<file path="config.mk">
export PLATFORM = sky130hd
export DESIGN_NAME = sram_arbiter_flat
export DESIGN_NICKNAME = d
export VERILOG_FILES = /design/src/mem_pkg.sv /design/src/axi_pkg.sv /design/src/sram_req_if.sv /design/src/sram_arbiter.sv /design/src/flat_wrapper.sv
export VERILOG_INCLUDE_DIRS = /design/src
export SDC_FILE = /design/constraint.sdc
export NUM_CORES = 1
export LEC_CHECK = 0
export ABC_AREA = 1
export BUFFER_PORTS_ARGS = -buffer_cell sky130_fd_sc_hd__buf_2
export CORE_AREA = 3 3 98 100
export CTS_BUF_LIST = sky130_fd_sc_hd__clkbuf_4 sky130_fd_sc_hd__clkbuf_8
export DETAILED_ROUTE_END_ITERATION = 16
export DIE_AREA = 0 0 101 103
export HOLD_SLACK_MARGIN = 0.1
export PLACE_DENSITY = 0.64
export SLEW_MARGIN = 20
export SYNTH_ARGS = -nofsm -noshare
export SYNTH_HDL_FRONTEND = slang
export SYNTH_SLANG_ARGS = --single-unit
</file>
<file path="constraint.sdc">
create_clock -name clk -period 1 [get_ports clk]
set_input_delay 0.05 -clock clk [delete_from_list [all_inputs] [get_ports clk]]
set_output_delay 0.05 -clock clk [all_outputs]
set_load 0.03 [all_outputs]
</file>
<file path="src/sram_cfg.svh">
`ifndef SRAM_CFG_SVH
`define SRAM_CFG_SVH

// AXI channel widths
`define AXI_ID_BITS   4
`define AXI_LEN_BITS  4
`define AXI_ADDR_BITS 16
`define AXI_DATA_BITS 32
`define AXI_STRB_BITS 4

// Word index into the SRAM, taken from byte address bits 15:2
`define MEM_WORD_BITS 14

`endif
</file>
<file path="src/mem_pkg.sv">
`default_nettype none
`include "sram_cfg.svh"

package mem_pkg;

  typedef logic [`MEM_WORD_BITS-1:0] word_addr_t;
  typedef logic [`AXI_STRB_BITS-1:0] byte_en_t;

  // 0 is the write engine, 1 the read engine
  typedef logic                      req_sel_t;

endpackage

`default_nettype wire

</file>
<file path="src/axi_pkg.sv">
`default_nettype none
`include "sram_cfg.svh"

package axi_pkg;

  typedef logic [`AXI_ID_BITS-1:0]   axi_id_t;
  typedef logic [`AXI_LEN_BITS-1:0]  axi_len_t;
  typedef logic [`AXI_ADDR_BITS-1:0] axi_addr_t;
  typedef logic [`AXI_DATA_BITS-1:0] axi_data_t;
  typedef logic [`AXI_STRB_BITS-1:0] axi_strb_t;
  typedef logic [1:0]                axi_resp_t;

  // Only OKAY is ever returned
  localparam axi_resp_t RESP_OKAY = 2'b00;

endpackage

`default_nettype wire

</file>
<file path="src/sram_req_if.sv">
`default_nettype none
`include "sram_cfg.svh"

interface sram_req_if;
  import axi_pkg::*;
  import mem_pkg::*;

  // Access takes place when req and gnt are both high
  logic       req;
  logic       we;
  word_addr_t addr;
  axi_data_t  wdata;
  byte_en_t   be;

  logic       gnt;
  // Read data, valid the cycle after the grant
  axi_data_t  rdata;

  modport requester (
    output req, we, addr, wdata, be,
    input  gnt, rdata
  );

  modport arbiter (
    input  req, we, addr, wdata, be,
    output gnt, rdata
  );

endinterface

`default_nettype wire

</file>
<file path="src/sram_arbiter.sv">
`default_nettype none
`include "sram_cfg.svh"

module sram_arbiter (
  input  wire                      clk,
  input  wire                      rst,
  sram_req_if.arbiter              wr,
  sram_req_if.arbiter              rd,
  output logic                     mem_en,
  output logic                     mem_we,
  output mem_pkg::word_addr_t      mem_addr,
  output axi_pkg::axi_data_t       mem_wdata,
  output mem_pkg::byte_en_t        mem_be,
  input  wire  axi_pkg::axi_data_t mem_rdata
);
  import mem_pkg::*;

  typedef enum req_sel_t {
    SEL_WR = 1'b0,
    SEL_RD = 1'b1
  } sel_e;

  sel_e last_win;

  // On a tie the requester that lost last time wins
  assign wr.gnt = wr.req && (!rd.req || (last_win == SEL_RD));
  assign rd.gnt = rd.req && (!wr.req || (last_win == SEL_WR));

  always_ff @(posedge clk or negedge rst) begin
    if (!rst) begin
      last_win <= SEL_RD;
    end else if (wr.gnt) begin
      last_win <= SEL_WR;
    end else if (rd.gnt) begin
      last_win <= SEL_RD;
    end
  end

  assign mem_en = wr.gnt || rd.gnt;

  always_comb begin
    if (rd.gnt) begin
      mem_we    = rd.we;
      mem_addr  = rd.addr;
      mem_wdata = rd.wdata;
      mem_be    = rd.be;
    end else begin
      mem_we    = wr.we;
      mem_addr  = wr.addr;
      mem_wdata = wr.wdata;
      mem_be    = wr.be;
    end
  end

  // Read data goes to both, only the read engine samples it
  assign rd.rdata = mem_rdata;
  assign wr.rdata = mem_rdata;

endmodule

`default_nettype wire

</file>
<file path="src/flat_wrapper.sv">
// flat-port wrapper written by rule: the top's interface ports become plain ports
module sram_arbiter_flat import mem_pkg::*;
  (clk, rst, mem_en, mem_we, mem_addr, mem_wdata, mem_be, mem_rdata, wr_req, wr_we, wr_addr, wr_wdata, wr_be, wr_gnt, wr_rdata, rd_req, rd_we, rd_addr, rd_wdata, rd_be, rd_gnt, rd_rdata);
  sram_req_if wr_i ();
  sram_req_if rd_i ();
  input  wire clk;
  input  wire rst;
  output logic mem_en;
  output logic mem_we;
  output mem_pkg::word_addr_t mem_addr;
  output axi_pkg::axi_data_t mem_wdata;
  output mem_pkg::byte_en_t mem_be;
  input  wire  axi_pkg::axi_data_t mem_rdata;
  input wire logic [$bits(wr_i.req)-1:0] wr_req;
  input wire logic [$bits(wr_i.we)-1:0] wr_we;
  input wire logic [$bits(wr_i.addr)-1:0] wr_addr;
  input wire logic [$bits(wr_i.wdata)-1:0] wr_wdata;
  input wire logic [$bits(wr_i.be)-1:0] wr_be;
  output wire logic [$bits(wr_i.gnt)-1:0] wr_gnt;
  output wire logic [$bits(wr_i.rdata)-1:0] wr_rdata;
  input wire logic [$bits(rd_i.req)-1:0] rd_req;
  input wire logic [$bits(rd_i.we)-1:0] rd_we;
  input wire logic [$bits(rd_i.addr)-1:0] rd_addr;
  input wire logic [$bits(rd_i.wdata)-1:0] rd_wdata;
  input wire logic [$bits(rd_i.be)-1:0] rd_be;
  output wire logic [$bits(rd_i.gnt)-1:0] rd_gnt;
  output wire logic [$bits(rd_i.rdata)-1:0] rd_rdata;
  assign wr_i.req = wr_req;
  assign wr_i.we = wr_we;
  assign wr_i.addr = wr_addr;
  assign wr_i.wdata = wr_wdata;
  assign wr_i.be = wr_be;
  assign wr_gnt = wr_i.gnt;
  assign wr_rdata = wr_i.rdata;
  assign rd_i.req = rd_req;
  assign rd_i.we = rd_we;
  assign rd_i.addr = rd_addr;
  assign rd_i.wdata = rd_wdata;
  assign rd_i.be = rd_be;
  assign rd_gnt = rd_i.gnt;
  assign rd_rdata = rd_i.rdata;
  sram_arbiter u_core (.clk(clk), .rst(rst), .wr(wr_i), .rd(rd_i), .mem_en(mem_en), .mem_we(mem_we), .mem_addr(mem_addr), .mem_wdata(mem_wdata), .mem_be(mem_be), .mem_rdata(mem_rdata));
endmodule
</file>
==> out/qor.csv <==
metric,value,unit
status,finished with violations,
failing checks,negative setup slack,
DIE HEIGHT,103,um
dpl cells,435,
FP Rows,34,
PwrDens,760,nW/um^2
Crit. End Element,output port,
R2R setup slack,-40,ps
Worst Slack Setup Final,-252,ps
Seq cells post-synth,1,
hold endpoint,rd_rdata[22],
Synth Net Count,380,
largest net degree at the start of global routing,54,
slew of the pin with the lowest slew margin,223,ps
R2R Path End,u_core.last_win,
clk_skew,0,ps
Fmax,799,MHz
Regs by FF count,u_core.last_win: 1 flops,
Critical Path Most Common Cell,nand2_4,
Core ar.,8760,um^2
worst path cell trace,"nand2_4, nand2_8, buf_12, nand2_1, nand2_4, buf_6",
"Core Util, Final",0.294,
"Setup violations, final",55,
Via density,4.13,
Worst-path clk slew,0,ps
gpl congestion,0.649,
"Hold Vio Cnt, Final",0,
Async SR Flop Fraction,1.00,
"EDFF count, synth",0,
Largest register FFs,1,
hold_ws,100,ps
HPWL Detailed,4330,um
fin cells,438,
Synth Cell Area,1300,um^2
Tcrit/Tclk final,1.25,
P&R area growth vs syn,97.5,%
Final ANT Viol Nets,0,
DR pass1 iterations,4,
CP required,950,ps
R2R depth,4,
vias,1810,
Relative slew margins,0.851,
Post-route DRC,0,
Top delay family on crit path,flip-flops,
Wirelength per Cell,13.1,um
most frequent cell after synthesis,nand2_1,
MaxCap Viol Count,0,
vias in the first global route,1803,
Port Buffers,159,
gr ovfl total,0,
Worst Hold Class,in -> out,
worst-path fanout max,20,
num ports,256,
maximum vdd drop,0.000402,V
share of cells above drive strength 1,0.733,
Setup CP Type,reg -> out,
"Clk Latency, worst-skew pair",0,ps
Die ar.,10400,um^2
Yosys cell types,11,
fin nets,470,
Initial Utilization,0.149,
buffers plus inverters on the worst setup path,2,
initial antenna violation count,0,
commonest cells in the netlist,"nand2_1 (104), buf_4 (65), nand3_1 (51)",
hold path depth,0,
minimum clock period,1250,ps
startpoint types,flip-flop,
synth warn,0,
unrepaired setup endpoints after global routing,true,
Top reg by flops,u_core.last_win,
crit path DAT,1200,ps
Final Max Slew Viols,0,
synth top area cells,"buf_4 (37%), nand2_1 (30%), nand3_1 (20%)",
"Seq/Total Area, Yosys",0.0202,
cell taking the most area after synthesis,buf_4,
leakage power,0.00139,uW
ant diodes,0,
Fill cells,957,
Reg2Reg Launch Point,u_core.last_win,
DIE WIDTH,101,um
CP max-delay cell,dfstp_2,
largest stage delay on the critical path,530,ps
final WL,5760,um
Post-CTS Setup Bufs,0,
first-pass GRT wire length,8250,um
"Avg Cell Area, Syn",5.39,um^2
Initial DRC Count,25,
global-route usage over all layers,0.0965,
area share of the largest cell type after synthesis,0.374,
Synth Instances,242,
min-delay src,mem_rdata[22],
"Primary FF master, synth",dfstp_2,
through the flow:
step / power (uW) / worst slack [ps] / cell area, um^2 / setup TNS (ps)
detailed placement: 1590 / -342 / 2140 / -15230
floorplan: 1580 / -93.7 / 1700 / -4510
CTS: 1960 / -267 / 2550 / -12350
global placement: 1560 / -290 / 2140 / -13320
global route: 2080 / -308 / 2570 / -14190
finish: 1960 / -252 / 2570 / -11820
worst reg2reg max path, cell delays in order (launching register included):
cell and delay, ps:
dfstp_2 530, nand2_4 80, nand2_8 120, buf_12 160
nand2_1 60
final cells by class:
type,instances,area (um^2),area share
Inverter,2,7.51,0.00292
Multi-Input combinational cell,159,1110,0.431
Sequential cell,1,26.3,0.0102
Tap cell,108,135,0.0525
Timing Repair Buffer,168,1290,0.503
cell families (layout without fill, tap and decap cells):
family                 count (synthesis)  count (layout)  share of synthesized area
flip-flops                             1               1                     0.0202
buffers and inverters                 82             170                      0.462
AND/OR/NAND/NOR                      158             158                      0.514
AO/OA/AOI/OAI                          1               1                    0.00384
cells in the final DEF (no fill, tap or decap):
master and count:
buf_2 105, nand3_1 51, buf_6 51, nand2_4 49, nand2_1 33, nand2_2 23
buf_12 5, buf_4 4, inv_1 2, buf_16 2, nand2_8 1, o21ai_2 1
nand3b_1 1, dlygate4sd3_1 1, dfstp_2 1
report_power, final:
part | internal, uW | switching [uW]
clock network | 0 | 0
registers | 48.9 | 4.53
logic | 837 | 1070
repair_timing:
action                                  CTS  global route
gates cloned                              2             0
hold buffers                              1             0
pin swaps                                 1             0
hold endpoints to repair                  1             0
resized for setup                       115             8
endpoints found under the setup margin   55            55
layer usage:
| metal | share of wire | wire length, um | track usage | vias up |
|---|---|---|---|---|
| li1 | - | - | - | 874 |
| met1 | 0.35 | 2030 | 0.107 | 815 |
| met2 | 0.53 | 3060 | 0.189 | 100 |
| met3 | 0.085 | 489 | 0.0129 | 21 |
| met4 | 0.031 | 179 | 0.0297 | 0 |
| met5 | 0 | 0 | 0 | - |
worst max path at each step:
stage / start / to / depth (start not counted) / slack [ps]
after global routing: u_core.last_win / mem_wdata[20] / 6 / -310
after floorplan: u_core.last_win / mem_be[1] / 5 / -90
after global placement: u_core.last_win / mem_wdata[12] / 6 / -290
after detailed placement: u_core.last_win / mem_wdata[4] / 6 / -340
after CTS: u_core.last_win / mem_we / 5 / -270
final: u_core.last_win / mem_wdata[20] / 6 / -250
Note: power is estimated with default switching activity, not from simulation.
