File: config.mk
export PLATFORM = sky130hd
export DESIGN_NAME = axi_write_slave_flat
export DESIGN_NICKNAME = d
export VERILOG_FILES = /design/src/mem_pkg.sv /design/src/axi_pkg.sv /design/src/sram_req_if.sv /design/src/axi_write_slave.sv /design/src/flat_wrapper.sv
export VERILOG_INCLUDE_DIRS = /design/src
export SDC_FILE = /design/constraint.sdc
export NUM_CORES = 1
export LEC_CHECK = 0
export BUFFER_PORTS_ARGS = -buffer_cell sky130_fd_sc_hd__buf_4
export CAP_MARGIN = 20
export CORE_ASPECT_RATIO = 1.4
export CORE_MARGIN = 4
export CORE_UTILIZATION = 33
export DETAILED_ROUTE_END_ITERATION = 10
export GPL_ROUTABILITY_DRIVEN = 0
export PLACE_DENSITY_LB_ADDON = 0.12
export SETUP_SLACK_MARGIN = 0.05
export SYNTH_ARGS = -nofsm -noshare
export SYNTH_HDL_FRONTEND = slang
export SYNTH_SLANG_ARGS = --single-unit
File: constraint.sdc
create_clock -name clk -period 1.7 [get_ports clk]
set_input_delay 0.255 -clock clk [delete_from_list [all_inputs] [get_ports clk]]
set_output_delay 0.255 -clock clk [all_outputs]
set_load 0.01 [all_outputs]
File: src/sram_cfg.svh
`ifndef SRAM_CFG_SVH
`define SRAM_CFG_SVH

// AXI channel widths
`define AXI_ID_BITS   4
`define AXI_LEN_BITS  4
`define AXI_ADDR_BITS 16
`define AXI_DATA_BITS 32
`define AXI_STRB_BITS 4

// Word index into the SRAM, taken from byte address bits 15:2
`define MEM_WORD_BITS 14

`endif
File: src/mem_pkg.sv
`default_nettype none
`include "sram_cfg.svh"

package mem_pkg;

  typedef logic [`MEM_WORD_BITS-1:0] word_addr_t;
  typedef logic [`AXI_STRB_BITS-1:0] byte_en_t;

  // 0 is the write engine, 1 the read engine
  typedef logic                      req_sel_t;

endpackage

`default_nettype wire

File: src/axi_pkg.sv
`default_nettype none
`include "sram_cfg.svh"

package axi_pkg;

  typedef logic [`AXI_ID_BITS-1:0]   axi_id_t;
  typedef logic [`AXI_LEN_BITS-1:0]  axi_len_t;
  typedef logic [`AXI_ADDR_BITS-1:0] axi_addr_t;
  typedef logic [`AXI_DATA_BITS-1:0] axi_data_t;
  typedef logic [`AXI_STRB_BITS-1:0] axi_strb_t;
  typedef logic [1:0]                axi_resp_t;

  // Only OKAY is ever returned
  localparam axi_resp_t RESP_OKAY = 2'b00;

endpackage

`default_nettype wire

File: src/sram_req_if.sv
`default_nettype none
`include "sram_cfg.svh"

interface sram_req_if;
  import axi_pkg::*;
  import mem_pkg::*;

  // Access takes place when req and gnt are both high
  logic       req;
  logic       we;
  word_addr_t addr;
  axi_data_t  wdata;
  byte_en_t   be;

  logic       gnt;
  // Read data, valid the cycle after the grant
  axi_data_t  rdata;

  modport requester (
    output req, we, addr, wdata, be,
    input  gnt, rdata
  );

  modport arbiter (
    input  req, we, addr, wdata, be,
    output gnt, rdata
  );

endinterface

`default_nettype wire

File: src/axi_write_slave.sv
`default_nettype none
`include "sram_cfg.svh"

module axi_write_slave (
  input  wire                      clk,
  input  wire                      rst,
  input  wire                      awvalid,
  input  wire  axi_pkg::axi_id_t   awid,
  input  wire  axi_pkg::axi_addr_t awaddr,
  input  wire  axi_pkg::axi_len_t  awlen,
  output logic                     awready,
  input  wire                      wvalid,
  input  wire  axi_pkg::axi_data_t wdata,
  input  wire  axi_pkg::axi_strb_t wstrb,
  input  wire                      wlast,
  output logic                     wready,
  output logic                     bvalid,
  output axi_pkg::axi_id_t         bid,
  output axi_pkg::axi_resp_t       bresp,
  input  wire                      bready,
  sram_req_if.requester            mem
);
  import axi_pkg::*;
  import mem_pkg::*;

  typedef enum logic [1:0] {
    WR_IDLE,
    WR_DATA,
    WR_RESP
  } wr_state_e;

  wr_state_e  state;
  axi_id_t    id_q;
  word_addr_t waddr;
  logic       aw_fire;
  logic       b_fire;

  assign aw_fire = awvalid && awready;
  assign b_fire  = bvalid && bready;

  assign awready = (state == WR_IDLE);
  assign bvalid  = (state == WR_RESP);
  assign bid     = id_q;
  assign bresp   = RESP_OKAY;

  // One strobed word write per W beat, the grant accepts the beat
  assign mem.req   = (state == WR_DATA) && wvalid;
  assign mem.we    = 1'b1;
  assign mem.addr  = waddr;
  assign mem.wdata = wdata;
  assign mem.be    = wstrb;
  assign wready    = mem.gnt;

  always_ff @(posedge clk or negedge rst) begin
    if (!rst) begin
      state <= WR_IDLE;
    end else begin
      case (state)
        WR_IDLE: begin
          if (aw_fire) begin
            state <= WR_DATA;
          end
        end
        WR_DATA: begin
          // Burst ends on wlast, length is not counted
          if (mem.gnt && wlast) begin
            state <= WR_RESP;
          end
        end
        default: begin
          if (b_fire) begin
            state <= WR_IDLE;
          end
        end
      endcase
    end
  end

  always_ff @(posedge clk) begin
    if (aw_fire) begin
      id_q  <= awid;
      waddr <= awaddr[`MEM_WORD_BITS+1:2];
    end else if (mem.gnt) begin
      waddr <= waddr + 1'b1;
    end
  end

endmodule

`default_nettype wire

File: src/flat_wrapper.sv
// flat-port wrapper written by rule: the top's interface ports become plain ports
module axi_write_slave_flat import axi_pkg::*; import mem_pkg::*;
  (clk, rst, awvalid, awid, awaddr, awlen, awready, wvalid, wdata, wstrb, wlast, wready, bvalid, bid, bresp, bready, mem_req, mem_we, mem_addr, mem_wdata, mem_be, mem_gnt, mem_rdata);
  sram_req_if mem_i ();
  input  wire clk;
  input  wire rst;
  input  wire awvalid;
  input  wire  axi_pkg::axi_id_t awid;
  input  wire  axi_pkg::axi_addr_t awaddr;
  input  wire  axi_pkg::axi_len_t awlen;
  output logic awready;
  input  wire wvalid;
  input  wire  axi_pkg::axi_data_t wdata;
  input  wire  axi_pkg::axi_strb_t wstrb;
  input  wire wlast;
  output logic wready;
  output logic bvalid;
  output axi_pkg::axi_id_t bid;
  output axi_pkg::axi_resp_t bresp;
  input  wire bready;
  output wire logic [$bits(mem_i.req)-1:0] mem_req;
  output wire logic [$bits(mem_i.we)-1:0] mem_we;
  output wire logic [$bits(mem_i.addr)-1:0] mem_addr;
  output wire logic [$bits(mem_i.wdata)-1:0] mem_wdata;
  output wire logic [$bits(mem_i.be)-1:0] mem_be;
  input wire logic [$bits(mem_i.gnt)-1:0] mem_gnt;
  input wire logic [$bits(mem_i.rdata)-1:0] mem_rdata;
  assign mem_req = mem_i.req;
  assign mem_we = mem_i.we;
  assign mem_addr = mem_i.addr;
  assign mem_wdata = mem_i.wdata;
  assign mem_be = mem_i.be;
  assign mem_i.gnt = mem_gnt;
  assign mem_i.rdata = mem_rdata;
  axi_write_slave u_core (.clk(clk), .rst(rst), .awvalid(awvalid), .awid(awid), .awaddr(awaddr), .awlen(awlen), .awready(awready), .wvalid(wvalid), .wdata(wdata), .wstrb(wstrb), .wlast(wlast), .wready(wready), .bvalid(bvalid), .bid(bid), .bresp(bresp), .bready(bready), .mem(mem_i));
endmodule
==> tab_implementation.tex <==
\begin{tabular}{lr}
\hline
Metric & Value \\
\hline
\multicolumn{2}{l}{\textbf{STA}} \\
Number of hold violations in the final report & 0 \\
Final Critical Period & between 1.5 and 2 ns \\
Worst Skew & around 0.0021 ns \\
WHS & 0.171 ns \\
Pins Over Slew Limit & 0 \\
Setup Viol. Count Final & 0 \\
Setup repair after global routing missed its margin & false \\
Fmax & 637 MHz \\
Setup tns final & 0 ns \\
Share of the clock period used by the worst path after layout & 0.924 \\
\multicolumn{2}{l}{\textbf{Global routing}} \\
Maximum number of pins on one net before global-route repair & 15 \\
Global-route wire length before repair & 4990 um \\
Overall track demand over capacity in global routing & 0.116 \\
Vias in the first global route & 1,039 \\
Number of antenna violations at the first check in global routing & 0 \\
Overflow left after global routing & 0 \\
\multicolumn{2}{l}{\textbf{Critical path}} \\
Endpoint required time on the critical path & approximately 1.7 ns \\
Kind of capture point of the worst setup path & flop \\
Sequence of cells on the critical path & ha\_2, nand4\_1, buf\_4, nor4\_2, xnor2\_1, o21ai\_2 \\
Data arrival time of the critical path & approximately 1.6 ns \\
Launch instance of the worst register-to-register path & u\_core.mem.addr[1] \\
Crit-path max cell delay & 0.40 ns \\
Critical path peak fanout & 4 \\
Worst path slowest cell & sky130\_fd\_sc\_hd\_\_edfxtp\_1 \\
Kind of launch point of the worst setup path & flop \\
Worst setup path class & flop to flop \\
Cells on worst reg2reg path & 6 \\
Endpoint of the most critical register-to-register path & u\_core.mem.addr[12] \\
Worst path top cell family by delay & flip-flops \\
Buf/Inv on CP & 1 \\
R2r setup slk & 0.13 ns \\
\multicolumn{2}{l}{\textbf{Placed design}} \\
Half-perimeter wire length after placement & 2580 um \\
Number of port buffers & 46 \\
\multicolumn{2}{l}{\textbf{Logic synthesis}} \\
Synth area leaders & sky130\_fd\_sc\_hd\_\_edfxtp\_1 39\%, sky130\_fd\_sc\_hd\_\_buf\_4 22\%, sky130\_fd\_sc\_hd\_\_nand2\_1 4.6\%, sky130\_fd\_sc\_hd\_\_xnor2\_1 4.5\%, sky130\_fd\_sc\_hd\_\_dfrtp\_1 3.6\% \\
Register area share after synthesis & 0.430 \\
Synthesized netlist cell count & 138 \\
Fraction of synthesized cell area taken by the top area cell type & 0.394 \\
Cell type contributing the most total cell area after synthesis & sky130\_fd\_sc\_hd\_\_edfxtp\_1 \\
Count of distinct cell types in the synthesized netlist & 30 \\
Synth Warn \# & 0 \\
Number of storage elements in the synthesis netlist & 20 \\
Syn\_area\_per\_cell & 9.95 um\^{}2 \\
Post-Synthesis Cell Area & about 1400 um\^{}2 \\
\multicolumn{2}{l}{\textbf{Clocking}} \\
Cell at the root of the clock tree & sky130\_fd\_sc\_hd\_\_clkbuf\_8 \\
Total clock sinks & 20 \\
Max clock buf depth & 2 \\
Count of H-tree levels built during CTS & 1 \\
CTS clock-pin slew for the worst setup and hold paths & approximately 0.080 ns \\
TritonCTS Buffers & 3 \\
Clk\_lat worst skew & 0.26 ns \\
Clock tree from TritonCTS & done \\
\multicolumn{2}{l}{\textbf{Drt}} \\
Number of detailed-route iterations in the first pass & 4 \\
Remaining DRCs & 0 \\
Iteration-0 DRC Markers & 11 \\
Total routed wirelength & 3150 um \\
Antenna Violating Nets Remaining & 0 \\
Via-per-instance ratio & 4.88 \\
Number of vias after detailed routing & 1,025 \\
Final routed wire length divided by cell count & 15.0 um \\
\multicolumn{2}{l}{\textbf{Power}} \\
Leakage & 0.694 nW \\
Flop pwr share & 0.369 \\
Maximum VDD drop & 0.716 mV \\
Clk pwr share & 0.130 \\
Sw Ratio & 0.355 \\
Power per standard cell area & 1670 nW/um\^{}2 \\
Internal portion of total power & 1.82 mW \\
Combinational share of power & 0.500 \\
Switching pwr & 999 uW \\
\multicolumn{2}{l}{\textbf{Cells and area}} \\
Fraction of layout instances using a drive strength above 1 & 0.491 \\
Layout overhead on the synthesized area & 22.7\% \\
Post-layout nets & roughly 270 \\
Antenna diode instance count & 0 \\
\multicolumn{2}{l}{\textbf{Worst hold path}} \\
Number of cells on the worst hold path & 1 \\
Hold-critical path endpoint & u\_core.bid[1] \\
Worst min-delay path class & input port to flop \\
Startpoint of the lowest-slack hold path & awid[1] \\
\multicolumn{2}{l}{\textbf{Floorplanning}} \\
Die Height & between 80 and 90 um \\
Total die area & 5270 um\^{}2 \\
Core Region & 3990 um\^{}2 \\
Site row count & 27 \\
Starting density of the core & 0.344 \\
Die width & between 60 and 70 um \\
I/O pin count & 160 \\
\multicolumn{2}{l}{\textbf{Flow run}} \\
Max-cap violation count & 0 \\
\multicolumn{2}{l}{\textbf{Run status}} \\
Result of the run & completed \\
\hline
\end{tabular}
stage by stage:
| stage | cell area [um^2] | worst slack [ns] | power [mW] | instances | util |
|---|---|---|---|---|---|
| 6_report | 1680 | 0.130 | 2.82 | 210 | 0.422 |
| 5_1_grt | 1680 | 0.0494 | 3.03 | 210 | 0.422 |
| 4_1_cts | 1640 | 0.0656 | 2.79 | 205 | 0.412 |
| 3_5_place_dp | 1580 | 0.0494 | 2.41 | 200 | 0.396 |
| 3_3_place_gp | 1580 | 0.0445 | 2.40 | 200 | 0.396 |
| 2_1_floorplan | 1380 | 0.0813 | 1.77 | 139 | - |
cell usage after synthesis (all sizes together):
cell,number
nor3,1
edfxtp,18
dfrtp,2
conb,2
xor2,5
nor4,4
ha,1
and4,1
mux2,2
nand3,5
inv,2
or2,1
nand2b,1
buf,42
nor3b,1
nand4,3
xnor2,7
clkbuf,1
nor2,4
and3b,1
nor2b,1
nand2,18
a21oi,2
o21ai,13
cell families (layout without fill, tap and decap cells):
group / count (synthesis) / after routing / synth area share
adders and majority gates: 1 / 1 / 0.00911
AOI/OAI and AO/OA: 15 / 15 / 0.0574
DFF: 20 / 20 / 0.430
buffers and inverters: 45 / 73 / 0.234
xor gates and xnor gates: 12 / 12 / 0.0766
muxes: 2 / 2 / 0.0164
other: 2 / 3 / 0.00547
and+or+nand+nor: 41 / 41 / 0.170
worst reg2reg max path: stages, from the launching register on:
cell and delay [ns]:
sky130_fd_sc_hd__edfxtp_1 0.40, sky130_fd_sc_hd__ha_2 0.22, sky130_fd_sc_hd__nand4_1 0.14, sky130_fd_sc_hd__buf_4 0.17
sky130_fd_sc_hd__nor4_2 0.16, sky130_fd_sc_hd__xnor2_1 0.17, sky130_fd_sc_hd__o21ai_2 0.06
worst max-delay path by stage:
stage / from / end / slack, ns / cells after the start
3_3_place_gp: u_core.mem.addr[0] / u_core.mem.addr[12] / 0.04 / 5
5_1_grt: u_core.mem.addr[1] / u_core.mem.addr[10] / 0.05 / 5
2_1_floorplan: u_core.mem.addr[0] / u_core.mem.addr[12] / 0.08 / 5
4_1_cts: u_core.mem.addr[0] / u_core.mem.addr[10] / 0.07 / 5
3_5_place_dp: u_core.mem.addr[0] / u_core.mem.addr[12] / 0.05 / 5
6_report: u_core.mem.addr[1] / u_core.mem.addr[12] / 0.13 / 6
layout make-up:
cell class                 count  area, um^2
tap                           43        53.8
clock buffer                   4        55.1
inverter                       2        7.51
sequential                    20         591
fill                         401        2300
multi-input combinational     74         472
timing repair buffer          67         505
power groups by stage:
stage	combinational [mW]	sequential [mW]	clock (mW)
final	1.41	1.04	0.367
after floorplan	0.608	1.16	0
after detailed placement	1.35	1.06	0
after global routing	1.56	1.07	0.403
after CTS	1.36	1.05	0.378
after global placement	1.34	1.06	0
registers in the layout, summed over array words and instances (netlist names):
name,cells
u_core.mem.addr,14
u_core.bid,4
u_core.state,2
what timing repair did:
action | in CTS | in global routing
pin swaps | 1 | 1
resized for setup | 0 | 1
setup buffers | 0 | 5
hold buffers | 1 | 0
setup endpoints to repair | 1 | 2
endpoints found under the hold margin | 2 | 0
placed cells by master, fill, tap and decap left out:
master                          Yosys  routed
sky130_fd_sc_hd__buf_4             40      66
sky130_fd_sc_hd__nand3_2            1       1
sky130_fd_sc_hd__clkbuf_8           0       4
sky130_fd_sc_hd__conb_1             2       3
sky130_fd_sc_hd__o21ai_0            9       9
sky130_fd_sc_hd__ha_2               0       1
sky130_fd_sc_hd__nor2_1             4       4
sky130_fd_sc_hd__mux2_2             1       1
sky130_fd_sc_hd__nand2b_1           1       1
sky130_fd_sc_hd__nand3_1            4       4
sky130_fd_sc_hd__nor2b_1            1       1
sky130_fd_sc_hd__edfxtp_1          18      18
sky130_fd_sc_hd__inv_1              2       2
sky130_fd_sc_hd__dfrtp_1            2       2
sky130_fd_sc_hd__o21ai_1            3       3
sky130_fd_sc_hd__or2_2              1       1
sky130_fd_sc_hd__a21oi_1            2       2
sky130_fd_sc_hd__nor4_2             4       4
sky130_fd_sc_hd__and3b_1            1       1
sky130_fd_sc_hd__nand2_2            1       1
sky130_fd_sc_hd__xor2_1             5       5
sky130_fd_sc_hd__o21ai_2            1       1
sky130_fd_sc_hd__nand2_1           17      17
sky130_fd_sc_hd__mux2_1             1       1
sky130_fd_sc_hd__xnor2_1            7       7
sky130_fd_sc_hd__nor3b_2            0       1
sky130_fd_sc_hd__and4_2             1       1
sky130_fd_sc_hd__dlygate4sd3_1      0       1
sky130_fd_sc_hd__nand4_1            3       3
sky130_fd_sc_hd__nor3_1             1       1
per-layer routing:
layer  track usage  share of wire  vias to the layer above
met5             0              0                        -
met4        0.0482          0.013                        0
met3        0.0710           0.14                       12
met2         0.193           0.49                       69
met1         0.115           0.35                      462
li1              -              -                      482
Note: power is estimated with default switching activity, not from simulation.
