File: config.mk
export PLATFORM = sky130hd
export DESIGN_NAME = axi_read_slave_flat
export DESIGN_NICKNAME = d
export VERILOG_FILES = /design/src/mem_pkg.sv /design/src/axi_pkg.sv /design/src/sram_req_if.sv /design/src/axi_read_slave.sv /design/src/flat_wrapper.sv
export VERILOG_INCLUDE_DIRS = /design/src
export SDC_FILE = /design/constraint.sdc
export NUM_CORES = 1
export LEC_CHECK = 0
export BUFFER_PORTS_ARGS = -buffer_cell sky130_fd_sc_hd__buf_2
export CAP_MARGIN = 30
export CORE_MARGIN = 3
export CORE_UTILIZATION = 50
export CTS_CLUSTER_DIAMETER = 200
export DETAILED_ROUTE_END_ITERATION = 10
export PLACE_DENSITY = 0.86
export SYNTH_ARGS = -nofsm -noshare
export SYNTH_HDL_FRONTEND = slang
export SYNTH_SLANG_ARGS = --single-unit
File: constraint.sdc
create_clock -name clk -period 3.1 [get_ports clk]
set_input_delay 0.155 -clock clk [delete_from_list [all_inputs] [get_ports clk]]
set_output_delay 0.155 -clock clk [all_outputs]
set_load 0.02 [all_outputs]
File: src/sram_cfg.svh
`ifndef SRAM_CFG_SVH
`define SRAM_CFG_SVH

// AXI channel widths
`define AXI_ID_BITS   4
`define AXI_LEN_BITS  4
`define AXI_ADDR_BITS 16
`define AXI_DATA_BITS 32
`define AXI_STRB_BITS 4

// Word index into the SRAM, taken from byte address bits 15:2
`define MEM_WORD_BITS 14

`endif
File: src/mem_pkg.sv
`default_nettype none
`include "sram_cfg.svh"

package mem_pkg;

  typedef logic [`MEM_WORD_BITS-1:0] word_addr_t;
  typedef logic [`AXI_STRB_BITS-1:0] byte_en_t;

  // 0 is the write engine, 1 the read engine
  typedef logic                      req_sel_t;

endpackage

`default_nettype wire

File: src/axi_pkg.sv
`default_nettype none
`include "sram_cfg.svh"

package axi_pkg;

  typedef logic [`AXI_ID_BITS-1:0]   axi_id_t;
  typedef logic [`AXI_LEN_BITS-1:0]  axi_len_t;
  typedef logic [`AXI_ADDR_BITS-1:0] axi_addr_t;
  typedef logic [`AXI_DATA_BITS-1:0] axi_data_t;
  typedef logic [`AXI_STRB_BITS-1:0] axi_strb_t;
  typedef logic [1:0]                axi_resp_t;

  // Only OKAY is ever returned
  localparam axi_resp_t RESP_OKAY = 2'b00;

endpackage

`default_nettype wire

File: src/sram_req_if.sv
`default_nettype none
`include "sram_cfg.svh"

interface sram_req_if;
  import axi_pkg::*;
  import mem_pkg::*;

  // Access takes place when req and gnt are both high
  logic       req;
  logic       we;
  word_addr_t addr;
  axi_data_t  wdata;
  byte_en_t   be;

  logic       gnt;
  // Read data, valid the cycle after the grant
  axi_data_t  rdata;

  modport requester (
    output req, we, addr, wdata, be,
    input  gnt, rdata
  );

  modport arbiter (
    input  req, we, addr, wdata, be,
    output gnt, rdata
  );

endinterface

`default_nettype wire

File: src/axi_read_slave.sv
`default_nettype none
`include "sram_cfg.svh"

module axi_read_slave (
  input  wire                      clk,
  input  wire                      rst,
  input  wire                      arvalid,
  input  wire  axi_pkg::axi_id_t   arid,
  input  wire  axi_pkg::axi_addr_t araddr,
  input  wire  axi_pkg::axi_len_t  arlen,
  output logic                     arready,
  output logic                     rvalid,
  output axi_pkg::axi_data_t       rdata,
  output axi_pkg::axi_id_t         rid,
  output axi_pkg::axi_resp_t       rresp,
  output logic                     rlast,
  input  wire                      rready,
  sram_req_if.requester            mem
);
  import axi_pkg::*;
  import mem_pkg::*;

  typedef enum logic {
    RD_IDLE,
    RD_BUSY
  } rd_state_e;

  rd_state_e              state;
  axi_id_t                id_q;
  axi_len_t               len_q;
  axi_len_t               beat_cnt;
  logic [`AXI_LEN_BITS:0] issue_cnt;
  word_addr_t             raddr;
  logic                   in_flight;
  axi_data_t              buf_q [2];
  logic                   wr_ptr;
  logic                   rd_ptr;
  logic [1:0]             buf_cnt;
  logic [1:0]             occupancy;
  logic                   ar_fire;
  logic                   r_fire;

  assign ar_fire   = arvalid && arready;
  assign r_fire    = rvalid && rready;
  assign occupancy = buf_cnt + {1'b0, in_flight};

  assign arready = (state == RD_IDLE);
  assign rvalid  = (buf_cnt != 2'd0);
  assign rdata   = buf_q[rd_ptr];
  assign rid     = id_q;
  assign rresp   = RESP_OKAY;
  assign rlast   = (beat_cnt == len_q);

  // Only issue while a buffer slot is guaranteed for the returning word
  assign mem.req   = (state == RD_BUSY) && (issue_cnt <= {1'b0, len_q}) &&
                     (occupancy < 2'd2);
  assign mem.we    = 1'b0;
  assign mem.addr  = raddr;
  assign mem.wdata = '0;
  assign mem.be    = '0;

  always_ff @(posedge clk or negedge rst) begin
    if (!rst) begin
      state     <= RD_IDLE;
      len_q     <= '0;
      beat_cnt  <= '0;
      issue_cnt <= '0;
      in_flight <= 1'b0;
    end else begin
      in_flight <= mem.req && mem.gnt;
      case (state)
        RD_IDLE: begin
          if (ar_fire) begin
            state     <= RD_BUSY;
            len_q     <= arlen;
            beat_cnt  <= '0;
            issue_cnt <= '0;
          end
        end
        default: begin
          if (mem.gnt) begin
            issue_cnt <= issue_cnt + 1'b1;
          end
          if (r_fire) begin
            if (rlast) begin
              state <= RD_IDLE;
            end else begin
              beat_cnt <= beat_cnt + 1'b1;
            end
          end
        end
      endcase
    end
  end

  // Two-entry return buffer
  always_ff @(posedge clk or negedge rst) begin
    if (!rst) begin
      buf_cnt <= 2'd0;
      wr_ptr  <= 1'b0;
      rd_ptr  <= 1'b0;
    end else begin
      if (in_flight) begin
        wr_ptr <= ~wr_ptr;
      end
      if (r_fire) begin
        rd_ptr <= ~rd_ptr;
      end
      case ({in_flight, r_fire})
        2'b10:   buf_cnt <= buf_cnt + 2'd1;
        2'b01:   buf_cnt <= buf_cnt - 2'd1;
        default: buf_cnt <= buf_cnt;
      endcase
    end
  end

  always_ff @(posedge clk) begin
    if (in_flight) begin
      buf_q[wr_ptr] <= mem.rdata;
    end
    if (ar_fire) begin
      id_q  <= arid;
      raddr <= araddr[`MEM_WORD_BITS+1:2];
    end else if (mem.gnt) begin
      raddr <= raddr + 1'b1;
    end
  end

endmodule

`default_nettype wire

File: src/flat_wrapper.sv
// flat-port wrapper written by rule: the top's interface ports become plain ports
module axi_read_slave_flat import axi_pkg::*; import mem_pkg::*;
  (clk, rst, arvalid, arid, araddr, arlen, arready, rvalid, rdata, rid, rresp, rlast, rready, mem_req, mem_we, mem_addr, mem_wdata, mem_be, mem_gnt, mem_rdata);
  sram_req_if mem_i ();
  input  wire clk;
  input  wire rst;
  input  wire arvalid;
  input  wire  axi_pkg::axi_id_t arid;
  input  wire  axi_pkg::axi_addr_t araddr;
  input  wire  axi_pkg::axi_len_t arlen;
  output logic arready;
  output logic rvalid;
  output axi_pkg::axi_data_t rdata;
  output axi_pkg::axi_id_t rid;
  output axi_pkg::axi_resp_t rresp;
  output logic rlast;
  input  wire rready;
  output wire logic [$bits(mem_i.req)-1:0] mem_req;
  output wire logic [$bits(mem_i.we)-1:0] mem_we;
  output wire logic [$bits(mem_i.addr)-1:0] mem_addr;
  output wire logic [$bits(mem_i.wdata)-1:0] mem_wdata;
  output wire logic [$bits(mem_i.be)-1:0] mem_be;
  input wire logic [$bits(mem_i.gnt)-1:0] mem_gnt;
  input wire logic [$bits(mem_i.rdata)-1:0] mem_rdata;
  assign mem_req = mem_i.req;
  assign mem_we = mem_i.we;
  assign mem_addr = mem_i.addr;
  assign mem_wdata = mem_i.wdata;
  assign mem_be = mem_i.be;
  assign mem_i.gnt = mem_gnt;
  assign mem_i.rdata = mem_rdata;
  axi_read_slave u_core (.clk(clk), .rst(rst), .arvalid(arvalid), .arid(arid), .araddr(araddr), .arlen(arlen), .arready(arready), .rvalid(rvalid), .rdata(rdata), .rid(rid), .rresp(rresp), .rlast(rlast), .rready(rready), .mem(mem_i));
endmodule
==> qor.yml, run 1 <==
power.density_nw_per_um2: 826
p_sw_frac: 0.389
synth-main-ff-cell: "edfxtp_1"
routedWlPerCell_um: 15.5
rows: 34
cts_setup_buffers: 0
crit_type: "register to register"
antenna_found_initial: 0
status: "completed"
syn_to_final_growth_pct: 24.8
synth_area_leaders: "edfxtp_1 (54%), dfrtp_1 (10%), mux2_2 (7.9%), buf_4 (6.4%), xnor2_1 (3.4%)"
path_clk_slew_ps: 100
synthTopCellsByCount: "edfxtp_1 (82), buf_4 (39), nand2_1 (37)"
nets: 562
grt_pass1_wl_um: 14700
cp-end-kind: "register"
p_leak_nw: 2.33
p_seq_frac: 0.444
skew_ps: 6.95
viasPerCell: 4.99
p_clk_frac: 0.163
synth_compound_area_frac: 0.0432
slew_headroom: 0.379
ys.warnings.count: 0
maxCapViolCount: 0
drv_slew: 0
cts.sinks: 101
synth_top_area_frac: 0.539
die_x_um: 102
synthXorXnorAreaFrac: 0.0441
vdd_drop_max_mv: 0.663
drive_gt1_frac: 0.347
die_h_um: 102
synth.ff_latch_count: 101
io_pins: 154
cts_made_buffers: 9
yosysUniqueCellTypes: 37
fin_area_um2: 5700
gp_congestion: 0.879
place_area_um2: 5110
n_antenna_cell: 0
io_buffers: 112
pwr-share-comb: 0.393
finalCritPeriodShare: 0.674
globalRouteTotalUtil: 0.183
cts-htree-levels: 3
cts_hold_buf: 41
setup_viol_count_final: 0
cts_resized: 0
cts_buffer_depth: 2
tns_ps: 0
max_freq_ghz: 0.478
yosys.area_share.simple: 0.0829
rsz0062_at_grt: "false"
clk_latency_ps: 360
internal_power_mw: 2.88
synth_area_leader_cell: "edfxtp_1"
hold_violations: 0
clockRootBuffer: "clkbuf_8"
cts_tree: "built"
worst_pin_slew_ps: 929
crit_arrival_ps: 2340
grt_pass1_vias: 3145
routed_wl_um: 9410
die-area_um2: 10300
yosysSeqAreaShare: 0.643
start_util: 0.519
grt_max_degree: 33
syn_inst: 336
hp-class: "primary input to register"
finalPower_mw: 4.71
drt_pass1_iterations: 4
route.detailed.drc: 0
required_ps: 3350
p_switching_mw: 1.83
synthMuxAreaShare: 0.0832
first_iter_violations: 92
synth-adder-area-share: 0.0219
overflow: 0
yosysMostFrequentCell: "edfxtp_1"
async_flop_share: 0.188
drt.antenna.violating_nets: 0
core_region_area_um2: 8810
avgSynthCellArea_um2: 13.6
hpwlAfterDp_um: 6090
vias: 3021
synthesis.area_um2: 4570
start_kind: "register"
crit_fanout: 23
synth_edf_count: 82
synth_top_family_by_area: "multiplexers"
min_period_ps: 2090
post-route-util: 0.648
final timing paths:
path                               start             endpoint  slack (ps)  depth (start not counted)
min in group asynchronous            rst      u_core.len_q[0]         270                          2
max                         u_core.state  u_core.issue_cnt[2]        1010                          7
max in group asynchronous            rst         u_core.state        2520                          2
max reg2reg                 u_core.state  u_core.issue_cnt[2]        1010                          7
min                              arvalid   u_core.beat_cnt[0]          30                          2
min reg2reg                u_core.rd_ptr        u_core.rd_ptr         470                          1
cell type report:
cell class | count | area (um2)
Multi-Input combinational cell | 214 | 1410
Inverter | 11 | 41.3
Sequential cell | 101 | 2940
Tap cell | 108 | 135
Fill cell | 645 | 3100
Clock inverter | 6 | 56.3
Clock buffer | 10 | 128
Timing Repair Buffer | 156 | 993
sequential cells by signal, summed over array words and instances (netlist names):
name              cells
u_core.mem.addr      14
u_core.wr_ptr         1
u_core.buf_cnt        2
u_core.in_flight      1
u_core.rd_ptr         1
u_core.issue_cnt      5
u_core.buf_q         64
u_core.beat_cnt       4
u_core.state          1
u_core.len_q          4
u_core.rid            4
cell families after synthesis:
kind of cell | Yosys count
AO/OA/AOI/OAI | 33
XOR/XNOR | 23
adder cells (fa/ha/maj) | 8
buffers and inverters | 59
flip-flops | 101
multiplexers | 34
other | 1
AND/OR/NAND/NOR | 77
power groups by stage:
stage	Sequential [mW]	Clock [mW]	Combinational [mW]
2_1_floorplan	2.15	0	1.25
3_3_place_gp	2.09	0	1.73
3_5_place_dp	2.12	0	1.80
4_1_cts	2.09	0.798	1.86
5_1_grt	2.13	0.835	2.03
6_report	2.09	0.766	1.85
per-layer routing:
layer,vias to the layer above,wire length (um),share of wire,GRT usage
met4,0,87,0.0093,0.0440
met1,1466,3500,0.37,0.203
met2,117,5160,0.55,0.343
met3,8,656,0.070,0.0551
li1,1430,-,-,-
met5,-,0,0,0
placed cells by master, fill, tap and decap left out, types with 11 or more instances in the layout:
cell type      synthesis  routed
buf_2                  3     112
edfxtp_1              82      82
dlygate4sd3_1          0      41
conb_1                 1      39
nand2_1               37      37
mux2_2                32      32
dfrtp_1               19      19
xnor2_1               18      18
o21ai_0               15      15
nor2_1                12      11
worst max-delay path, cell delays in order (launching register included):
cell and delay [ps]:
dfrtp_1 490, inv_2 150, nand2_1 270, inv_1 360
buf_4 320, nor2_1 110, o21ai_0 180, o21ai_0 100
per-stage QoR:
step / hold slack, ps / worst slack, ps / cells
after floorplan: -141 / 880 / 374
after global placement: 112 / 1140 / 549
after detailed placement: 123 / 1050 / 549
after CTS: 1.54 / 1030 / 606
after global routing: 20.2 / 809 / 606
final: 30.7 / 1010 / 606
Power figures use the tool's default switching activity.
==> run 2: changes to the inputs <==
--- a/config.mk
+++ b/config.mk
@@ -9,10 +9,10 @@
 export BUFFER_PORTS_ARGS = -buffer_cell sky130_fd_sc_hd__buf_2
 export CAP_MARGIN = 30
 export CORE_MARGIN = 3
-export CORE_UTILIZATION = 50
+export CORE_UTILIZATION = 46
 export CTS_CLUSTER_DIAMETER = 200
 export DETAILED_ROUTE_END_ITERATION = 10
-export PLACE_DENSITY = 0.86
+export PLACE_DENSITY = 0.84
 export SYNTH_ARGS = -nofsm -noshare
 export SYNTH_HDL_FRONTEND = slang
 export SYNTH_SLANG_ARGS = --single-unit
==> constraint.sdc (replaced) <==
create_clock -name clk -period 1.9 [get_ports clk]
set_input_delay 0.095 -clock clk [delete_from_list [all_inputs] [get_ports clk]]
set_output_delay 0.095 -clock clk [all_outputs]
set_load 0.02 [all_outputs]
==> run 2 against run 1 <==
Net effect: first-iteration DRC count up 91%; clock-buffer cell count down 1; critical path depth down 1; wire length grew 0.89%; clock power up 68%; non-clock buffer count rose by 14; clock skew increased by 12 ps; critical endpoint is now mem_req; largest power group unchanged; highest routed layer unchanged.
==> qor.yml, run 2 (synthesis results as in run 1) <==
r2r-start: "u_core.mem.addr[0]"
maxCapViolCount: 0  # unchanged
path_clk_slew_ps: 110  # about the same
holdWs_ps: 25.1  # -5.59 ps
gp_congestion: 0.823  # -6.3%
globalRouteTotalUtil: 0.170  # -0.0135
grt_max_degree: 34  # +3.0%
vias: 3103  # +2.7%
nets: 576  # +2.5%
routed_wl_um: 9490  # +0.89%
met3_usage: 0.0429  # -0.0122
clockRootBuffer: "clkbuf_8"
die-area_um2: 11200  # +8.2%
rrSetupSlack_ps: 270  # -740 ps
critPathSlowestCell: "dfrtp_2"
place_area_um2: 5170  # +1.1%
cp_cell_sequence: "ha_4, nand3_2, a2bb2oi_2, a21oi_2, nor2_1, buf_4"
cts_tree: "built"
core_region_area_um2: 9460  # +7.4%
cp-end-kind: "output pin"
io_buffers: 112  # unchanged
grt_use_met2: 0.291  # -0.0520
largest_reg_flops: 64  # unchanged
required_ps: 1800  # -1550 ps
rows: 35  # +2.9%
skew_ps: 19.5  # +12.5 ps
crit_arrival_ps: 1710  # -630 ps
hp-class: "primary input to register"
hpwlAfterDp_um: 6090  # about the same
drt_pass1_iterations: 6  # +2
cts_buffer_depth: 2  # unchanged
drv_slew: 0  # unchanged
cpLargestDelayFamily: "flip-flops"
io_pins: 154  # unchanged
die_h_um: 106  # +4.0%
cp.depth: 6  # -1
die_x_um: 106  # +4.0%
final_common_cell: "buf_2"
crit_fanout: 4  # -83%
clk_latency_ps: 360  # about the same
start_util: 0.483  # -0.0358
use_met1: 0.217  # +0.0142
fin_area_um2: 5930  # +3.9%
n_antenna_cell: 0  # unchanged
instances_no_fill: 641  # +5.8%
setup_viol_count_final: 0  # unchanged
r2r_cells: 5  # -2
max_freq_ghz: 0.555
antenna_found_initial: 0  # unchanged
cts.sinks: 101  # unchanged
status: "completed"
drive_gt1_frac: 0.373  # +0.0257
vdd_drop_max_mv: 0.820  # +24%
overflow: 0  # unchanged
power.density_nw_per_um2: 1350  # +63%
crit_type: "register to output pin"
n_fill_cell: 714  # +11%
routedWlPerCell_um: 14.8  # -4.6%
busiest_layer: "met2"
hold_violations: 0  # unchanged
post-route-util: 0.627  # -0.0212
finalCritPeriodShare: 0.948
cts_made_buffers: 9  # unchanged
drt.antenna.violating_nets: 0  # unchanged
grt_pass1_vias: 3081  # -2.0%
crit_start: "u_core.issue_cnt[1]"
layout_common_cells: "buf_2 (111), edfxtp_1 (82), dlygate4sd3_1 (47)"
start_kind: "register"
cts-htree-levels: 3  # unchanged
min_period_ps: 1800
p_leak_nw: 2.40  # +3.4%
viasPerCell: 4.84  # -2.9%
grt_pass1_wl_um: 15100  # +3.1%
route.detailed.drc: 0  # unchanged
dp_cells: 573  # +4.4%
r2r_end: "u_core.mem.addr[12]"
cp_slowest_stage_delay_ps: 460  # -30 ps
syn_to_final_growth_pct: 29.6
first_iter_violations: 176  # +91%
top_register: "u_core.buf_q"
cp-endpoint: "mem_req"
path_buf_inv: 1  # -2
[run 2: cell type report]
class / count / area (um2) / area share
sequential: 101 / 2940 / 0.496
multi-input combinational: 214 / 1470 / 0.247
inverter: 11 / 41.3 / 0.00697
clock inverter: 7 / 67.6 / 0.0114
tap: 129 / 161 / 0.0272
clock buffer: 9 / 124 / 0.0209
timing repair buffer: 170 / 1130 / 0.190
[run 2: per-stage QoR]
stage	setup slack [ps]	setup TNS, ps	power [mW]
floorplan	200	0	5.55
global placement	352	0	6.30
detailed placement	296	0	6.41
CTS	4.91	0	7.88
global route	-12.1	-12.1	8.48
finish	98.3	0	7.98
[run 2: report_power, final]
group | internal (mW) | switching [mW] | total, mW
combinational | 1.40 | 1.89 | 3.29
sequential | 2.99 | 0.419 | 3.40
clock | 0.511 | 0.776 | 1.29
[run 2: repair_timing]
action / in CTS / in global routing
endpoints found under the setup margin: 1 / 1
gates resized for setup: 4 / 6
pin swaps: 1 / 3
hold buffers: 47 / 0
hold endpoints to repair: 97 / 0
buffers inserted: 2 / 3
[run 2: how the worst min path moves through the flow]
stage                         start                 end  slack, ps  cells past startpoint
after global routing      araddr[4]  u_core.mem.addr[2]         10                      3
final                     araddr[9]  u_core.mem.addr[7]         30                      3
after CTS                 araddr[9]  u_core.mem.addr[7]        0.5                      3
after global placement          rst     u_core.len_q[0]         50                      1
after detailed placement        rst     u_core.len_q[0]         70                      1
after floorplan                 rst  u_core.beat_cnt[0]       -200                      0
[run 2: worst reg2reg max path, cell delays in order (launching register included)]
cell and delay, ps:
edfxtp_1 450, ha_1 240, nand2_1 140, nor4_2 340, xnor2_1 160, a21oi_1 80
[run 2: layer usage]
layer / up-vias / share of wire
met4: 0 / 0.0057
met2: 134 / 0.51
met3: 7 / 0.067
li1: 1461 / -
met5: - / 0
met1: 1501 / 0.42
==> run 3: changes to the inputs <==
--- a/config.mk
+++ b/config.mk
@@ -13,6 +13,7 @@
 export CTS_CLUSTER_DIAMETER = 200
 export DETAILED_ROUTE_END_ITERATION = 10
 export PLACE_DENSITY = 0.84
+export RECOVER_POWER = 50
 export SYNTH_ARGS = -nofsm -noshare
 export SYNTH_HDL_FRONTEND = slang
 export SYNTH_SLANG_ARGS = --single-unit
==> run 3 against run 2 <==
Net effect: register-to-register slack is essentially flat; combinational power down 2%; final cell count did not move; sequential power about the same; clock-buffer cell count unchanged; sequential share of layout area rose by 0.51 points; first-iteration DRC count down 8.5%; die area unchanged; total power shrank 0.61%; fmax rose by 0.53%; critical path depth unchanged.
==> qor.yml, run 3 (synthesis results as in run 1) <==
crit_type: "register to output pin"
top_register: "u_core.buf_q"
final_common_cell: "edfxtp_1"
vdd_drop_max_mv: 0.792  # -3.4%
die_x_um: 106  # unchanged
cts-htree-levels: 3  # unchanged
io_pins: 154  # unchanged
overflow: 0  # unchanged
die_h_um: 106  # unchanged
drt.antenna.violating_nets: 0  # unchanged
fin_area_um2: 5870  # -1.0%
routedWlPerCell_um: 14.7  # -0.57%
post-route-util: 0.620  # -0.00635
globalRouteTotalUtil: 0.170  # unchanged
clk_latency_ps: 360  # about the same
r2r_end: "u_core.mem.addr[12]"
viasPerCell: 4.85  # +0.16%
required_ps: 1800  # about the same
skew_ps: 17.2  # -2.24 ps
place_area_um2: 5170  # unchanged
slew_headroom: 0.295
cp_cell_sequence: "ha_4, nand3_2, nor3b_2, a21oi_2, nor2_1, buf_4"
grt_pass1_wl_um: 15100  # unchanged
instances_no_fill: 641  # unchanged
finalCritPeriodShare: 0.943  # -0.00498
grt_pass1_vias: 3081  # unchanged
max_freq_ghz: 0.558  # +0.53%
path_clk_slew_ps: 110  # about the same
min_from: "araddr[9]"
gp_congestion: 0.823  # unchanged
n_antenna_cell: 0  # unchanged
syn_to_final_growth_pct: 28.3
power.density_nw_per_um2: 1350  # +0.40%
cp-end-kind: "output pin"
critPathSlowestCell: "dfrtp_2"
status: "completed"
finalPower_mw: 7.93  # -0.61%
rrSetupSlack_ps: 270  # about the same
layout_common_cells: "edfxtp_1 (82), buf_2 (64), dlygate4sd3_1 (47)"
r2r-start: "u_core.mem.addr[0]"
cts.sinks: 101  # unchanged
largest_reg_flops: 64  # unchanged
n_fill_cell: 750  # +5.0%
route.detailed.drc: 0  # unchanged
io_buffers: 112  # unchanged
cts_buffer_depth: 2  # unchanged
dp_cells: 573  # unchanged
first_iter_violations: 161  # -8.5%
maxCapViolCount: 0  # unchanged
place_ws_ps: 296  # unchanged
hp-class: "primary input to register"
routed_wl_um: 9440  # -0.57%
die-area_um2: 11200  # unchanged
setup_ws_ps: 108  # +9.46 ps
r2r_cells: 5  # unchanged
start_util: 0.483  # unchanged
nets: 576  # unchanged
start_kind: "register"
clockRootBuffer: "clkbuf_8"
p_leak_nw: 2.28  # -5.3%
min_path_cells: 3  # unchanged
whs_endpoint: "u_core.mem.addr[7]"
drt_pass1_iterations: 5  # -1
hold_violations: 0  # unchanged
cts_made_buffers: 9  # unchanged
setup_viol_count_final: 0  # unchanged
antenna_found_initial: 0  # unchanged
hpwlAfterDp_um: 6090  # unchanged
vias: 3108  # +0.16%
core_region_area_um2: 9460  # unchanged
crit_fanout: 4  # unchanged
holdWs_ps: 27.2  # +2.12 ps
min_period_ps: 1790  # -9.46 ps
drv_slew: 0  # unchanged
tns_ps: 0  # unchanged
grt_max_degree: 34  # unchanged
worst_pin_slew_ps: 1060
crit_arrival_ps: 1700  # about the same
cts_tree: "built"
drive_gt1_frac: 0.281  # -0.0918
rows: 35  # unchanged
cp_slowest_stage_delay_ps: 460  # about the same
run 3: cell count changes in the layout (fill, tap and decap cells not counted), sizes merged:
cell,before,now
clkbuf,9,57
buf,123,75
run 3: worst max-delay path by stage:
stage	slack, ps	from	depth (start not counted)	end
floorplan	200	u_core.in_flight	2	u_core.buf_q[0][0]
global placement	350	u_core.mem.addr[0]	5	u_core.mem.addr[12]
detailed placement	300	u_core.mem.addr[0]	5	u_core.mem.addr[12]
CTS	5	u_core.issue_cnt[3]	6	mem_req
global route	-10	u_core.issue_cnt[1]	6	mem_req
finish	110	u_core.issue_cnt[1]	6	mem_req
run 3: metal layers:
metal	part of all wire	up-vias	track usage
met5	0	-	0
met4	0.0077	0	0.0407
met3	0.067	9	0.0429
met2	0.51	128	0.291
met1	0.42	1509	0.217
li1	-	1462	-
run 3: layout make-up:
cell class                 count  area (um2)  share of cell area
sequential                   101        2940               0.501
clock inverter                 7        67.6              0.0115
timing repair buffer         170        1070               0.182
multi-input combinational    214        1470               0.250
inverter                      11        41.3             0.00704
clock buffer                   9         124              0.0211
tap                          129         161              0.0275
run 3: what timing repair did:
action | CTS | global route
buffers inserted | 2 | 3
pin swaps | 1 | 3
resized for setup | 4 | 6
endpoints found under the hold margin | 97 | 0
cloned | 0 | 0
endpoints found under the setup margin | 1 | 1
hold buffers | 47 | 0
run 3: where the power goes:
| part | internal [mW] | switching, mW | total [mW] |
|---|---|---|---|
| clock | 0.511 | 0.773 | 1.28 |
| combinational | 1.36 | 1.89 | 3.24 |
| sequential | 2.99 | 0.418 | 3.41 |
run 3: critical path, delay by kind of cell, from the launching register on:
kind	cells	cell delay, ps
AO/OA/AOI/OAI	1	60
adder cells (fa/ha/maj)	1	280
AND/OR/NAND/NOR	3	390
buffers and inverters	1	140
flip-flops	1	460
